<file path="src/scaler_cfg_pkg.sv">
////////////////////
// Video config shared definitions
// Widths, host command codes, reset timing and the output window type
////////////////////
`default_nettype none

package scaler_cfg_pkg;

	////////////////////
	// Widths
	////////////////////
	localparam int unsigned IO_W  = 16;
	localparam int unsigned DIM_W = 12;
	// Top bit flags a literal pixel size
	localparam int unsigned AR_W  = 13;
	localparam int unsigned CMD_W = 8;
	localparam int unsigned IDX_W = 8;

	// Division steps, one per product bit
	localparam int unsigned MD_ITER = 2 * DIM_W;

	typedef logic [DIM_W-1:0] dim_t;
	typedef logic [AR_W-1:0]  ar_t;

	////////////////////
	// Host commands
	////////////////////
	localparam logic [CMD_W-1:0] CMD_TIMING    = 8'h20;
	localparam logic [CMD_W-1:0] CMD_VSET      = 8'h27;
	localparam logic [CMD_W-1:0] CMD_HSET_FREE = 8'h37;
	localparam logic [CMD_W-1:0] CMD_AR_PRESET = 8'h3A;

	// 1920x1080 until the host says otherwise
	localparam dim_t DEF_WIDTH  = 12'd1920;
	localparam dim_t DEF_HEIGHT = 12'd1080;

	// Centred output window, inclusive bounds
	typedef struct packed {
		dim_t hmin;
		dim_t hmax;
		dim_t vmin;
		dim_t vmax;
	} win_t;

endpackage

`default_nettype wire

</file>
<file path="src/cmd_bus_if.sv">
////////////////////
// Decoded host word bus
// One valid pulse per accepted word, flagged as command or indexed data
////////////////////
`default_nettype none
`timescale 1ns/1ns

interface cmd_bus_if;

	logic                               word_valid;
	logic                               is_cmd;
	// Data word position within the open command
	logic [scaler_cfg_pkg::IDX_W-1:0]   index;
	logic [scaler_cfg_pkg::IO_W-1:0]    data;

	modport link_mp (output word_valid, output is_cmd, output index, output data);
	modport regs_mp (input word_valid, input is_cmd, input index, input data);

endinterface

`default_nettype wire

</file>
<file path="src/hps_cmd_link.sv">
////////////////////
// Host command link
// Synchronises select, strobe and data, acks each word
// and frames command and data words
////////////////////
`default_nettype none
`timescale 1ns/1ns

module hps_cmd_link (
	input  logic                              clk_sys,
	input  logic                              resetd,
	input  logic                              i_io_en,
	input  logic                              i_io_clk,
	input  logic [scaler_cfg_pkg::IO_W-1:0]   i_io_din,
	output logic                              o_io_ack,
	cmd_bus_if.link_mp                        cmd
);

	logic                              clk_s1, clk_s2;
	logic                              rack;
	logic                              en_s1, en_s2;
	logic [scaler_cfg_pkg::IO_W-1:0]   din_s1, din_s2;
	logic                              strobe;
	logic                              has_cmd;
	logic [scaler_cfg_pkg::IDX_W-1:0]  idx_cnt;

	// Rising edge of the synchronised word clock
	assign strobe = clk_s2 & ~rack;

	// Ack trails the host clock by four cycles
	always_ff @(posedge clk_sys) begin
		if (resetd) begin
			clk_s1   <= 1'b0;
			clk_s2   <= 1'b0;
			rack     <= 1'b0;
			o_io_ack <= 1'b0;
			en_s1    <= 1'b0;
			en_s2    <= 1'b0;
		end else begin
			clk_s1   <= i_io_clk;
			clk_s2   <= clk_s1;
			rack     <= clk_s2;
			o_io_ack <= rack;
			en_s1    <= i_io_en;
			en_s2    <= en_s1;
		end
	end

	// Host holds data stable through the whole handshake
	always_ff @(posedge clk_sys) begin
		din_s1 <= i_io_din;
		din_s2 <= din_s1;
		if (strobe)
			cmd.data <= din_s2;
	end

	////////////////////
	// Word framing
	////////////////////
	always_ff @(posedge clk_sys) begin
		if (resetd) begin
			has_cmd        <= 1'b0;
			idx_cnt        <= '0;
			cmd.word_valid <= 1'b0;
			cmd.is_cmd     <= 1'b0;
			cmd.index      <= '0;
		end else begin
			cmd.word_valid <= 1'b0;
			if (!en_s2) begin
				// Deselect closes the command
				has_cmd <= 1'b0;
			end else if (strobe) begin
				cmd.word_valid <= 1'b1;
				cmd.is_cmd     <= ~has_cmd;
				cmd.index      <= has_cmd ? idx_cnt : '0;
				if (!has_cmd) begin
					has_cmd <= 1'b1;
					idx_cnt <= '0;
				end else begin
					idx_cnt <= idx_cnt + 1'b1;
				end
			end
		end
	end

endmodule

`default_nettype wire

</file>
<file path="src/video_cfg_regs.sv">
////////////////////
// Video config registers
// Decodes host commands into timing, limits and aspect presets
////////////////////
`default_nettype none
`timescale 1ns/1ns

module video_cfg_regs (
	input  logic                  clk_sys,
	input  logic                  resetd,
	cmd_bus_if.regs_mp            cmd,
	output scaler_cfg_pkg::dim_t  o_width,
	output scaler_cfg_pkg::dim_t  o_height,
	output scaler_cfg_pkg::dim_t  o_hset,
	output scaler_cfg_pkg::dim_t  o_vset,
	output logic                  o_freescale,
	output scaler_cfg_pkg::ar_t   o_arc1x,
	output scaler_cfg_pkg::ar_t   o_arc1y,
	output scaler_cfg_pkg::ar_t   o_arc2x,
	output scaler_cfg_pkg::ar_t   o_arc2y
);

	logic [scaler_cfg_pkg::CMD_W-1:0] cur_cmd;
	scaler_cfg_pkg::dim_t             din_dim;
	scaler_cfg_pkg::ar_t              din_ar;

	// Low bits of the data word as a size or aspect value
	assign din_dim = cmd.data[scaler_cfg_pkg::DIM_W-1:0];
	assign din_ar  = cmd.data[scaler_cfg_pkg::AR_W-1:0];

	always_ff @(posedge clk_sys) begin
		if (resetd) begin
			cur_cmd     <= '0;
			o_width     <= scaler_cfg_pkg::DEF_WIDTH;
			o_height    <= scaler_cfg_pkg::DEF_HEIGHT;
			o_hset      <= '0;
			o_vset      <= '0;
			o_freescale <= 1'b0;
			o_arc1x     <= '0;
			o_arc1y     <= '0;
			o_arc2x     <= '0;
			o_arc2y     <= '0;
		end else if (cmd.word_valid) begin
			if (cmd.is_cmd) begin
				cur_cmd <= cmd.data[scaler_cfg_pkg::CMD_W-1:0];
			end else begin
				case (cur_cmd)
					////////////////////
					// Video timing
					////////////////////
					scaler_cfg_pkg::CMD_TIMING: begin
						// Porches and sync widths pass through unused
						if (cmd.index == 0)
							o_width <= din_dim;
						if (cmd.index == 4)
							o_height <= din_dim;
					end

					scaler_cfg_pkg::CMD_VSET: begin
						o_vset <= din_dim;
					end

					// Flag in bit 15, limit in the low bits
					scaler_cfg_pkg::CMD_HSET_FREE: begin
						o_freescale <= cmd.data[scaler_cfg_pkg::IO_W-1];
						o_hset      <= din_dim;
					end

					////////////////////
					// Aspect presets
					////////////////////
					scaler_cfg_pkg::CMD_AR_PRESET: begin
						case (cmd.index)
							0: o_arc1x <= din_ar;
							1: o_arc1y <= din_ar;
							2: o_arc2x <= din_ar;
							3: o_arc2y <= din_ar;
							default: ;
						endcase
					end

					default: ;
				endcase
			end
		end
	end

endmodule

`default_nettype wire

</file>
<file path="src/seq_muldiv.sv">
////////////////////
// Sequential multiply then divide
// Full product, restoring division one bit per cycle
////////////////////
`default_nettype none
`timescale 1ns/1ns

module seq_muldiv (
	input  logic                  clk_sys,
	input  logic                  resetd,
	input  logic                  i_start,
	input  scaler_cfg_pkg::dim_t  i_mul1,
	input  scaler_cfg_pkg::dim_t  i_mul2,
	input  scaler_cfg_pkg::dim_t  i_div,
	output logic                  o_busy,
	output scaler_cfg_pkg::dim_t  o_result
);

	logic [scaler_cfg_pkg::MD_ITER-1:0]          product;
	logic [scaler_cfg_pkg::MD_ITER-1:0]          quo;
	scaler_cfg_pkg::dim_t                        rem;
	scaler_cfg_pkg::dim_t                        div_r;
	logic [scaler_cfg_pkg::DIM_W:0]              trial;
	logic [$clog2(scaler_cfg_pkg::MD_ITER)-1:0]  step;

	assign product = {{scaler_cfg_pkg::DIM_W{1'b0}}, i_mul1}
		* {{scaler_cfg_pkg::DIM_W{1'b0}}, i_mul2};

	// Remainder with next dividend bit shifted in
	assign trial = {rem, quo[scaler_cfg_pkg::MD_ITER-1]};

	always_ff @(posedge clk_sys) begin
		if (resetd) begin
			o_busy <= 1'b0;
			step   <= '0;
		end else if (i_start) begin
			o_busy <= 1'b1;
			step   <= $bits(step)'(scaler_cfg_pkg::MD_ITER - 1);
		end else if (o_busy) begin
			step <= step - 1'b1;
			if (step == '0)
				o_busy <= 1'b0;
		end
	end

	// Quotient bits replace dividend bits as they shift out
	always_ff @(posedge clk_sys) begin
		if (i_start) begin
			quo   <= product;
			rem   <= '0;
			div_r <= i_div;
		end else if (o_busy) begin
			if (trial >= {1'b0, div_r}) begin
				rem <= scaler_cfg_pkg::dim_t'(trial - {1'b0, div_r});
				quo <= {quo[scaler_cfg_pkg::MD_ITER-2:0], 1'b1};
			end else begin
				rem <= trial[scaler_cfg_pkg::DIM_W-1:0];
				quo <= {quo[scaler_cfg_pkg::MD_ITER-2:0], 1'b0};
			end
		end
	end

	assign o_result = quo[scaler_cfg_pkg::DIM_W-1:0];

endmodule

`default_nettype wire

</file>
<file path="src/ar_window_calc.sv">
////////////////////
// Aspect ratio window
// Fits the aspect into the display size and centres the result
////////////////////
`default_nettype none
`timescale 1ns/1ns

module ar_window_calc (
	input  logic                  clk_sys,
	input  logic                  resetd,
	input  scaler_cfg_pkg::dim_t  i_width,
	input  scaler_cfg_pkg::dim_t  i_height,
	input  scaler_cfg_pkg::dim_t  i_hset,
	input  scaler_cfg_pkg::dim_t  i_vset,
	input  logic                  i_freescale,
	input  scaler_cfg_pkg::ar_t   i_arx,
	input  scaler_cfg_pkg::ar_t   i_ary,
	input  scaler_cfg_pkg::ar_t   i_arc1x,
	input  scaler_cfg_pkg::ar_t   i_arc1y,
	input  scaler_cfg_pkg::ar_t   i_arc2x,
	input  scaler_cfg_pkg::ar_t   i_arc2y,
	output scaler_cfg_pkg::win_t  o_win
);

	typedef enum logic [2:0] {
		ST_DECIDE,
		ST_MUL_W,
		ST_WAIT_W,
		ST_MUL_H,
		ST_WAIT_H,
		ST_CLAMP,
		ST_CENTER
	} state_t;

	state_t                state;
	scaler_cfg_pkg::dim_t  disp_w, disp_h;
	scaler_cfg_pkg::dim_t  ax, ay;
	logic                  literal;
	scaler_cfg_pkg::dim_t  wcalc, hcalc;
	scaler_cfg_pkg::dim_t  vid_w, vid_h;
	scaler_cfg_pkg::dim_t  hoff, voff;
	logic                  md_start, md_busy;
	scaler_cfg_pkg::dim_t  md_mul1, md_mul2, md_div, md_res;

	seq_muldiv i_muldiv (
		.clk_sys  (clk_sys),
		.resetd   (resetd),
		.i_start  (md_start),
		.i_mul1   (md_mul1),
		.i_mul2   (md_mul2),
		.i_div    (md_div),
		.o_busy   (md_busy),
		.o_result (md_res)
	);

	////////////////////
	// Display size and aspect source
	////////////////////
	always_ff @(posedge clk_sys) begin
		disp_w <= (i_hset != '0 && i_hset < i_width) ? i_hset : i_width;
		disp_h <= (i_vset != '0 && i_vset < i_height) ? i_vset : i_height;

		if (i_ary == '0) begin
			// ARX picks a preset
			if (i_arx == scaler_cfg_pkg::ar_t'(1)) begin
				ax      <= i_arc1x[scaler_cfg_pkg::DIM_W-1:0];
				ay      <= i_arc1y[scaler_cfg_pkg::DIM_W-1:0];
				literal <= i_arc1x[scaler_cfg_pkg::AR_W-1] | i_arc1y[scaler_cfg_pkg::AR_W-1];
			end else if (i_arx == scaler_cfg_pkg::ar_t'(2)) begin
				ax      <= i_arc2x[scaler_cfg_pkg::DIM_W-1:0];
				ay      <= i_arc2y[scaler_cfg_pkg::DIM_W-1:0];
				literal <= i_arc2x[scaler_cfg_pkg::AR_W-1] | i_arc2y[scaler_cfg_pkg::AR_W-1];
			end else begin
				ax      <= '0;
				ay      <= '0;
				literal <= 1'b0;
			end
		end else begin
			ax      <= i_arx[scaler_cfg_pkg::DIM_W-1:0];
			ay      <= i_ary[scaler_cfg_pkg::DIM_W-1:0];
			literal <= i_arx[scaler_cfg_pkg::AR_W-1] | i_ary[scaler_cfg_pkg::AR_W-1];
		end
	end

	// Centring offsets
	assign hoff = (i_width - vid_w) >> 1;
	assign voff = (i_height - vid_h) >> 1;

	////////////////////
	// Window FSM
	////////////////////
	always_ff @(posedge clk_sys) begin
		if (resetd) begin
			state    <= ST_DECIDE;
			md_start <= 1'b0;
			o_win    <= '0;
		end else begin
			md_start <= 1'b0;
			case (state)
				ST_DECIDE: begin
					if (i_freescale || ax == '0 || ay == '0) begin
						wcalc <= disp_w;
						hcalc <= disp_h;
						state <= ST_CLAMP;
					end else if (literal) begin
						wcalc <= ax;
						hcalc <= ay;
						state <= ST_CLAMP;
					end else begin
						state <= ST_MUL_W;
					end
				end
				// w = height * ax / ay
				ST_MUL_W: begin
					md_mul1  <= disp_h;
					md_mul2  <= ax;
					md_div   <= ay;
					md_start <= 1'b1;
					state    <= ST_WAIT_W;
				end
				ST_WAIT_W: begin
					if (!md_start && !md_busy) begin
						wcalc <= md_res;
						state <= ST_MUL_H;
					end
				end
				// h = width * ay / ax
				ST_MUL_H: begin
					md_mul1  <= disp_w;
					md_mul2  <= ay;
					md_div   <= ax;
					md_start <= 1'b1;
					state    <= ST_WAIT_H;
				end
				ST_WAIT_H: begin
					if (!md_start && !md_busy) begin
						hcalc <= md_res;
						state <= ST_CLAMP;
					end
				end
				ST_CLAMP: begin
					vid_w <= (wcalc > disp_w) ? disp_w : wcalc;
					vid_h <= (hcalc > disp_h) ? disp_h : hcalc;
					state <= ST_CENTER;
				end
				ST_CENTER: begin
					o_win.hmin <= hoff;
					o_win.hmax <= hoff + vid_w - scaler_cfg_pkg::dim_t'(1);
					o_win.vmin <= voff;
					o_win.vmax <= voff + vid_h - scaler_cfg_pkg::dim_t'(1);
					state      <= ST_DECIDE;
				end
				default: state <= ST_DECIDE;
			endcase
		end
	end

endmodule

`default_nettype wire

</file>
<file path="src/video_cfg_top.sv">
////////////////////
// Video config top
// Host link, config registers and window calculator
////////////////////
`default_nettype none
`timescale 1ns/1ns

module video_cfg_top (
	input  logic                              clk_sys,
	input  logic                              resetd,
	input  logic                              i_io_en,
	input  logic                              i_io_clk,
	input  logic [scaler_cfg_pkg::IO_W-1:0]   i_io_din,
	input  scaler_cfg_pkg::ar_t               i_arx,
	input  scaler_cfg_pkg::ar_t               i_ary,
	output logic                              o_io_ack,
	output scaler_cfg_pkg::dim_t              o_hmin,
	output scaler_cfg_pkg::dim_t              o_hmax,
	output scaler_cfg_pkg::dim_t              o_vmin,
	output scaler_cfg_pkg::dim_t              o_vmax
);

	scaler_cfg_pkg::dim_t  width, height, hset, vset;
	logic                  freescale;
	scaler_cfg_pkg::ar_t   arc1x, arc1y, arc2x, arc2y;
	scaler_cfg_pkg::win_t  win;

	cmd_bus_if cmd_bus ();

	hps_cmd_link i_link (
		.clk_sys  (clk_sys),
		.resetd   (resetd),
		.i_io_en  (i_io_en),
		.i_io_clk (i_io_clk),
		.i_io_din (i_io_din),
		.o_io_ack (o_io_ack),
		.cmd      (cmd_bus.link_mp)
	);

	video_cfg_regs i_regs (
		.clk_sys     (clk_sys),
		.resetd      (resetd),
		.cmd         (cmd_bus.regs_mp),
		.o_width     (width),
		.o_height    (height),
		.o_hset      (hset),
		.o_vset      (vset),
		.o_freescale (freescale),
		.o_arc1x     (arc1x),
		.o_arc1y     (arc1y),
		.o_arc2x     (arc2x),
		.o_arc2y     (arc2y)
	);

	ar_window_calc i_calc (
		.clk_sys     (clk_sys),
		.resetd      (resetd),
		.i_width     (width),
		.i_height    (height),
		.i_hset      (hset),
		.i_vset      (vset),
		.i_freescale (freescale),
		.i_arx       (i_arx),
		.i_ary       (i_ary),
		.i_arc1x     (arc1x),
		.i_arc1y     (arc1y),
		.i_arc2x     (arc2x),
		.i_arc2y     (arc2y),
		.o_win       (win)
	);

	// Window out as plain ports
	assign o_hmin = win.hmin;
	assign o_hmax = win.hmax;
	assign o_vmin = win.vmin;
	assign o_vmax = win.vmax;

endmodule

`default_nettype wire

</file>
<file path="config.mk">
export PLATFORM = sky130hd
export DESIGN_NAME = video_cfg_top
export DESIGN_NICKNAME = d
export VERILOG_FILES = /design/src/scaler_cfg_pkg.sv /design/src/cmd_bus_if.sv /design/src/hps_cmd_link.sv /design/src/video_cfg_regs.sv /design/src/seq_muldiv.sv /design/src/ar_window_calc.sv /design/src/video_cfg_top.sv
export SDC_FILE = /design/constraint.sdc
export NUM_CORES = 1
export LEC_CHECK = 0
export BUFFER_PORTS_ARGS = -buffer_cell sky130_fd_sc_hd__buf_4
export CORE_ASPECT_RATIO = 1.25
export CORE_MARGIN = 8
export CORE_UTILIZATION = 34
export CTS_BUF_LIST = sky130_fd_sc_hd__clkbuf_2 sky130_fd_sc_hd__clkbuf_4 sky130_fd_sc_hd__clkbuf_8
export DETAILED_ROUTE_END_ITERATION = 8
export GPL_ROUTABILITY_DRIVEN = 0
export GPL_TIMING_DRIVEN = 0
export SYNTH_ARGS = -nofsm -noshare
export SYNTH_HDL_FRONTEND = slang
export SYNTH_SLANG_ARGS = --single-unit
</file>
<file path="constraint.sdc">
create_clock -name clk_sys -period 5.75 [get_ports clk_sys]
set_input_delay 0.2875 -clock clk_sys [delete_from_list [all_inputs] [get_ports clk_sys]]
set_output_delay 0.2875 -clock clk_sys [all_outputs]
set_load 0.02 [all_outputs]
</file>
==> results of run 1 <==
==> flip-flops by register name (all words and copies together) (netlist names), 13 cells and up <==
signal,count
i_calc.i_muldiv.quo,24
i_calc.o_win,46
i_link.cmd.data,14
i_link.din_s1,14
i_link.din_s2,14
i_regs.o_arc1x,13
i_regs.o_arc1y,13
i_regs.o_arc2x,13
i_regs.o_arc2y,13
==> worst register-to-register path, stage by stage (launching register included) <==
cell and delay [ps]:
edfxtp_1 510, clkbuf_8 240, nand2_1 70, fa_1 480, fa_1 560, inv_1 50
fa_1 490, fa_1 550, inv_1 50, fa_1 540, inv_1 70, ha_4 280
a21oi_4 150, o21bai_2 80, a21oi_2 150, o31a_1 310, o2111ai_4 210, o211a_1 250
a221o_1 260
==> cells in the mapped netlist (23+ instances only) <==
library cell    n
nand2_1       307
inv_1         289
dfxtp_1       279
ha_1          185
nor2_1        153
a21oi_1       152
edfxtp_1      134
fa_1          105
clkbuf_1       98
o21ai_0        96
mux2i_1        93
mux2_2         65
and2_1         63
nand3_1        54
xnor2_1        34
a21o_1         29
xor2_1         26
a22oi_1        23
nor4_1         23
==> power by group through the flow <==
stage | sequential [uW] | clock, uW | combinational [uW]
2_1_floorplan | 3340 | 0 | 2200
5_1_grt | 3330 | 2880 | 3480
6_report | 3320 | 2700 | 3080
3_3_place_gp | 3380 | 0 | 2880
3_5_place_dp | 3380 | 0 | 2890
4_1_cts | 3320 | 2770 | 2980
==> stage by stage <==
stage | utilization | setup TNS, ps | std cells | cell area (um2) | setup WS [ps]
3_5_place_dp | 0.369 | -2510 | 3543 | 26000 | -406
4_1_cts | 0.396 | 0 | 3706 | 27900 | 8.06
3_3_place_gp | 0.368 | -2640 | 3539 | 25900 | -398
6_report | 0.398 | 0 | 3715 | 28100 | 184
5_1_grt | 0.398 | -7.35 | 3714 | 28100 | -7.35
2_1_floorplan | - | 0 | 2507 | 24100 | 401
==> worst max path at each step <==
stage                             startpoint                 endpoint  slack (ps)  cells after the start
after floorplan            i_calc.md_mul2[8]  i_calc.i_muldiv.quo[23]         400                     20
after global placement     i_calc.md_mul1[1]  i_calc.i_muldiv.quo[23]        -400                     19
after detailed placement   i_calc.md_mul1[1]  i_calc.i_muldiv.quo[23]        -410                     19
after CTS                  i_calc.md_mul1[5]  i_calc.i_muldiv.quo[23]           8                     19
after global routing       i_calc.md_mul2[3]  i_calc.i_muldiv.quo[23]          -7                     18
final                     i_calc.md_mul2[10]  i_calc.i_muldiv.quo[23]         180                     18
==> cells by family (layout without fill, tap and decap cells) <==
group	count (synthesis)	after routing	share of synthesized area
and+or+nand+nor	723	723	0.138
AOI/OAI and AO/OA	423	423	0.112
buffers and inverters	417	680	0.0669
DFF	413	413	0.399
adders and majority gates	290	290	0.183
muxes	179	179	0.0790
xor gates and xnor gates	60	60	0.0218
other	1	4	0.000156
==> metal layers <==
layer  vias up  global-route usage  part of all wire
met5         -                   0                 0
met4         0              0.0794             0.046
met3       161              0.0226             0.040
met2       442               0.316              0.53
met1      8873               0.186              0.39
li1       8906                   -                 -
==> layout make-up <==
class,count,area (um2),share of cell area
clock buffers,99,1220,0.0437
plain buffers,123,581,0.0207
diodes,2,5.00,0.000178
well taps,943,1180,0.0421
repair buffers,147,1220,0.0436
multi-input cells,1677,12900,0.462
flip-flops and latches,413,9610,0.342
inverters,290,1090,0.0388
clock inverters,21,196,0.00700
==> repair_timing <==
action / CTS / global route
setup buffers: 4 / 7
endpoints found under the hold margin: 41 / 0
resized for setup: 25 / 39
hold buffers: 43 / 0
pin swaps: 0 / 6
endpoints found under the setup margin: 11 / 10
==> out/qor.yml, run 1 <==
internal_power_uw: 5980
tightest_slew_ps: 1170
die_x_um: 254
antenna_found_initial: 1
setup_viol: 0
num_rows: 109
drive_gt1_frac: 0.129
cts_max_path_buffers: 3
drtPass1Iterations: 5
die_y_um: 314
via_per_inst: 4.95
vias: 18382
yosys_warnings: 0
synth-main-ff-cell: "dfxtp_1"
ys_seq_elements: 413
path_class: "reg2reg"
total_power_uw: 9110
cts_num_sinks: 413
wl_um: 67100
p_seq_frac: 0.365
synth-async-reset-ratio: 0
skew_ps: 49.8
critPathBufInv: 4
grt_max_degree: 25
cp_slowest_cell: "fa_1"
cts_tree: "built"
synth_top_area_frac: 0.232
nets: 3054
p_leak_uw: 0.0120
r2r_cells: 18
cp.required_ps: 6130
hold_depth: 4
cp_top_family: "adder cells"
cpPeakStageDelay_ps: 560
grt_use_total: 0.169
r2r_end: "i_calc.i_muldiv.quo[23]"
dieArea_um2: 79700
critical_path.cell_chain: "clkbuf_8 > nand2_1 > fa_1 > fa_1 > inv_1 > fa_1 > fa_1 > inv_1 > fa_1 > inv_1 > ha_4 > a21oi_4 > o21bai_2 > a21oi_2 > o31a_1 > o2111ai_4 > o211a_1 > a221o_1"
syn_to_final_growth_pct: 16.4
syn_avg_cell_area_um2: 9.61
period_needed_ps: 5570
crit_path_start_kind: "flip-flop"
switching_share: 0.343
fin_crit_sh: 0.968
dp_hpwl_um: 51500
core_um2: 70500
grt_pass1_vias: 18943
hold_path_end: "i_calc.ax[0]"
cp-end-kind: "flip-flop"
clock_power_share: 0.297
synth_cell_types: 77
slew_headroom: 0.221
hp-class: "in2reg"
initial_utilization: 0.342
power_density_nw_per_um2: 325
fillCellCount: 7057
netlist_area_um2: 24100
clock_latency_ps: 640
portBuffers: 89
r2r_start: "i_calc.md_mul2[10]"
p_comb_frac: 0.338
dr.first_iter.drc_count: 906
hold_ws_ps: 187
p_switching_uw: 3130
layout_common_cells: "nand2_1 (307), inv_1 (288), dfxtp_1 (279)"
peakVddDrop_v: 0.000239
clkTransAtPathRegs_ps: 70
cp_max_fo: 10
synth_top_area_cell: "dfxtp_1"
synthTopCellsByArea: "dfxtp_1 (23%), edfxtp_1 (17%), ha_1 (9.6%)"
ios: 95
reg2reg_slack_ps: 180
final_common_cell: "nand2_1"
htreeDepth: 3
path_common_cell: "fa_1"
cts-buffers-inserted: 66
drc: 0
synth-edff-count: 134
cp.arrival_ps: 5940
wl_per_cell_um: 18.1
slew_violations: 0
syn-instance-count: 2506
fmax_mhz: 180
drv_cap: 0
grt_pass1_wl_um: 106000
status: "complete, no violations"
hp-start: "i_arx[12]"
root_buffer: "clkbuf_8"
finalHoldViolCount: 0
grt-ovfl-total: 0
ant_nets: 0
synth.yosys.seq_area_share: 0.399
No activity file was read; power rests on OpenSTA's default activity.
==> run 2: changes to the inputs <==
--- a/config.mk
+++ b/config.mk
@@ -7,12 +7,12 @@
 export LEC_CHECK = 0
 export BUFFER_PORTS_ARGS = -buffer_cell sky130_fd_sc_hd__buf_4
 export CORE_ASPECT_RATIO = 1.25
-export CORE_MARGIN = 8
 export CORE_UTILIZATION = 34
 export CTS_BUF_LIST = sky130_fd_sc_hd__clkbuf_2 sky130_fd_sc_hd__clkbuf_4 sky130_fd_sc_hd__clkbuf_8
 export DETAILED_ROUTE_END_ITERATION = 8
 export GPL_ROUTABILITY_DRIVEN = 0
-export GPL_TIMING_DRIVEN = 0
+export GPL_TIMING_DRIVEN = 1
+export PLACE_DENSITY = 0.57
 export SYNTH_ARGS = -nofsm -noshare
 export SYNTH_HDL_FRONTEND = slang
 export SYNTH_SLANG_ARGS = --single-unit
==> out/qor.yml, run 2 (synthesized netlist as in run 1, its figures left out) <==
cp-end-kind: "flip-flop"
fillCellCount: 6983  # -1.0%
peakVddDrop_v: 0.000234  # -1.8%
drc: 0  # unchanged
finalHoldViolCount: 0  # unchanged
drv_cap: 0  # unchanged
hp-start: "i_ary[12]"
path_class: "reg2reg"
dieArea_um2: 71900  # -9.7%
dp_hpwl_um: 46200  # -10%
vias: 17973  # -2.2%
grt_pass1_wl_um: 99500  # -5.9%
grt_max_degree: 93  # +270%
cp.required_ps: 6160  # +30 ps
routed.top_layer: "met4"
largest_reg_flops: 46  # unchanged
final_common_cell: "nand2_1"
layout_common_cells: "nand2_1 (307), inv_1 (289), dfxtp_1 (278)"
post_dp_cell_area_um2: 25700  # -0.99%
slew_headroom: 0.241  # +0.0202
syn_to_final_growth_pct: 15.6
cts_tree: "built"
reg2reg_slack_ps: 230  # +40 ps
met1Wirelength_um: 24600  # -5.9%
grt_pass1_vias: 18350  # -3.1%
dr_wl_met3_um: 2020  # -24%
crit_path_start_kind: "flip-flop"
via_per_inst: 4.97  # +0.54%
htreeDepth: 3  # unchanged
place_inst: 3443  # -2.8%
cp_max_fo: 8  # -2
fmax_mhz: 181  # +0.81%
wl_per_cell_um: 17.4  # -4.0%
wl_um: 62700  # -6.6%
instances_no_fill: 3613  # -2.7%
drtPass1Iterations: 6  # +1
core_um2: 69700  # -1.1%
dr.first_iter.drc_count: 955  # +5.4%
largestRegisters: "i_calc.o_win: 46 flops, i_calc.i_muldiv.quo: 24 flops"
grt_use_total: 0.177  # +0.00783
critPathLaunch: "i_calc.md_mul1[6]"
p_leak_uw: 0.0119  # -0.45%
skew_ps: 50.0  # +0.181 ps
die_x_um: 240  # -5.5%
status: "complete, no violations"
initial_utilization: 0.346  # +0.00383
cts_num_sinks: 413  # unchanged
grt_setup_unrepaired: "false"
final.setup.tns_ps: 0  # unchanged
antenna_found_initial: 1  # unchanged
setup_viol: 0  # unchanged
num_rows: 108  # -0.92%
r2r_start: "i_calc.md_mul1[6]"
fin_ws_ps: 229  # +44.9 ps
hold_ws_ps: 58.4  # -129 ps
top_register: "i_calc.o_win"
hp-class: "in2reg"
grt-ovfl-total: 0  # unchanged
cp.arrival_ps: 5930  # about the same
slew_violations: 0  # unchanged
tightest_slew_ps: 1140  # -31.9 ps
ant_nets: 0  # unchanged
routed-wl-met2_um: 33000  # -6.4%
post-place-ws_ps: 212  # +618 ps
portBuffers: 90  # +1.1%
drive_gt1_frac: 0.131  # +0.00150
cts-buffers-inserted: 69  # +4.5%
nets: 2957  # -3.2%
ios: 95  # unchanged
die_y_um: 300  # -4.5%
clkTransAtPathRegs_ps: 70  # about the same
cts_max_path_buffers: 3  # unchanged
fin_crit_sh: 0.960  # -0.00782
fin_area_um2: 27900  # -0.70%
root_buffer: "clkbuf_8"
period_needed_ps: 5520  # -44.9 ps
power_density_nw_per_um2: 337  # +3.9%
clock_latency_ps: 660  # +20 ps
[run 2: cell types whose count changed in the layout (fill, tap and decap cells not counted), sizes merged]
| cell | change |
|---|---|
| buf | -13 |
| bufinv | +6 |
| clkbuf | -80 |
| clkinv | -4 |
| diode | -1 |
| dlygate4sd3 | -2 |
[run 2: where the power goes]
group	switching (uW)	internal [uW]	total, uW
Sequential	142	3200	3350
Clock	1270	1840	3110
Combinational	1710	1220	2940
[run 2: path summary, 6_finish.rpt]
| check | to | cells past startpoint |
|---|---|---|
| setup / recovery | i_calc.i_muldiv.quo[23] | 18 |
| hold / removal | i_calc.literal | 3 |
| setup reg to reg | i_calc.i_muldiv.quo[23] | 18 |
| hold reg to reg | i_link.din_s2[4] | 0 |
[run 2: critical path, stage by stage, from the launching register on]
cell,delay [ps]
edfxtp_1,520
buf_4,200
nand2_1,70
fa_1,410
fa_1,500
inv_1,50
fa_1,480
fa_1,550
inv_1,60
fa_1,530
inv_1,40
ha_1,390
a21oi_1,210
o21bai_1,110
a21oi_1,190
o31a_1,270
o2111ai_4,170
o211a_1,260
a221o_1,260
[run 2: routing by layer]
metal / vias to the layer above / global-route usage
met5: - / 0
met4: 0 / 0.0927
met3: 154 / 0.0209
met2: 417 / 0.327
met1: 8693 / 0.196
li1: 8709 / -
[run 2: through the flow]
stage,util,total power [uW]
final,0.400,9400
after global routing,0.400,10000
after CTS,0.399,9490
after detailed placement,0.369,6310
after global placement,0.369,6250
after floorplan,-,5540
[run 2: layout make-up]
cell class	instances	area [um2]	area share
clock buffers	104	1310	0.0469
inverters	290	1090	0.0391
diodes	1	2.50	0.0000898
clock inverters	23	364	0.0131
multi-input cells	1677	12900	0.464
well taps	935	1170	0.0420
flip-flops and latches	413	9610	0.345
repair buffers	170	1400	0.0501
[run 2: what timing repair did]
action / in CTS / in global routing
setup endpoints to repair: 0 / 2
hold buffers: 41 / 0
setup buffers: 0 / 1
resized for setup: 0 / 2
endpoints found under the hold margin: 40 / 0
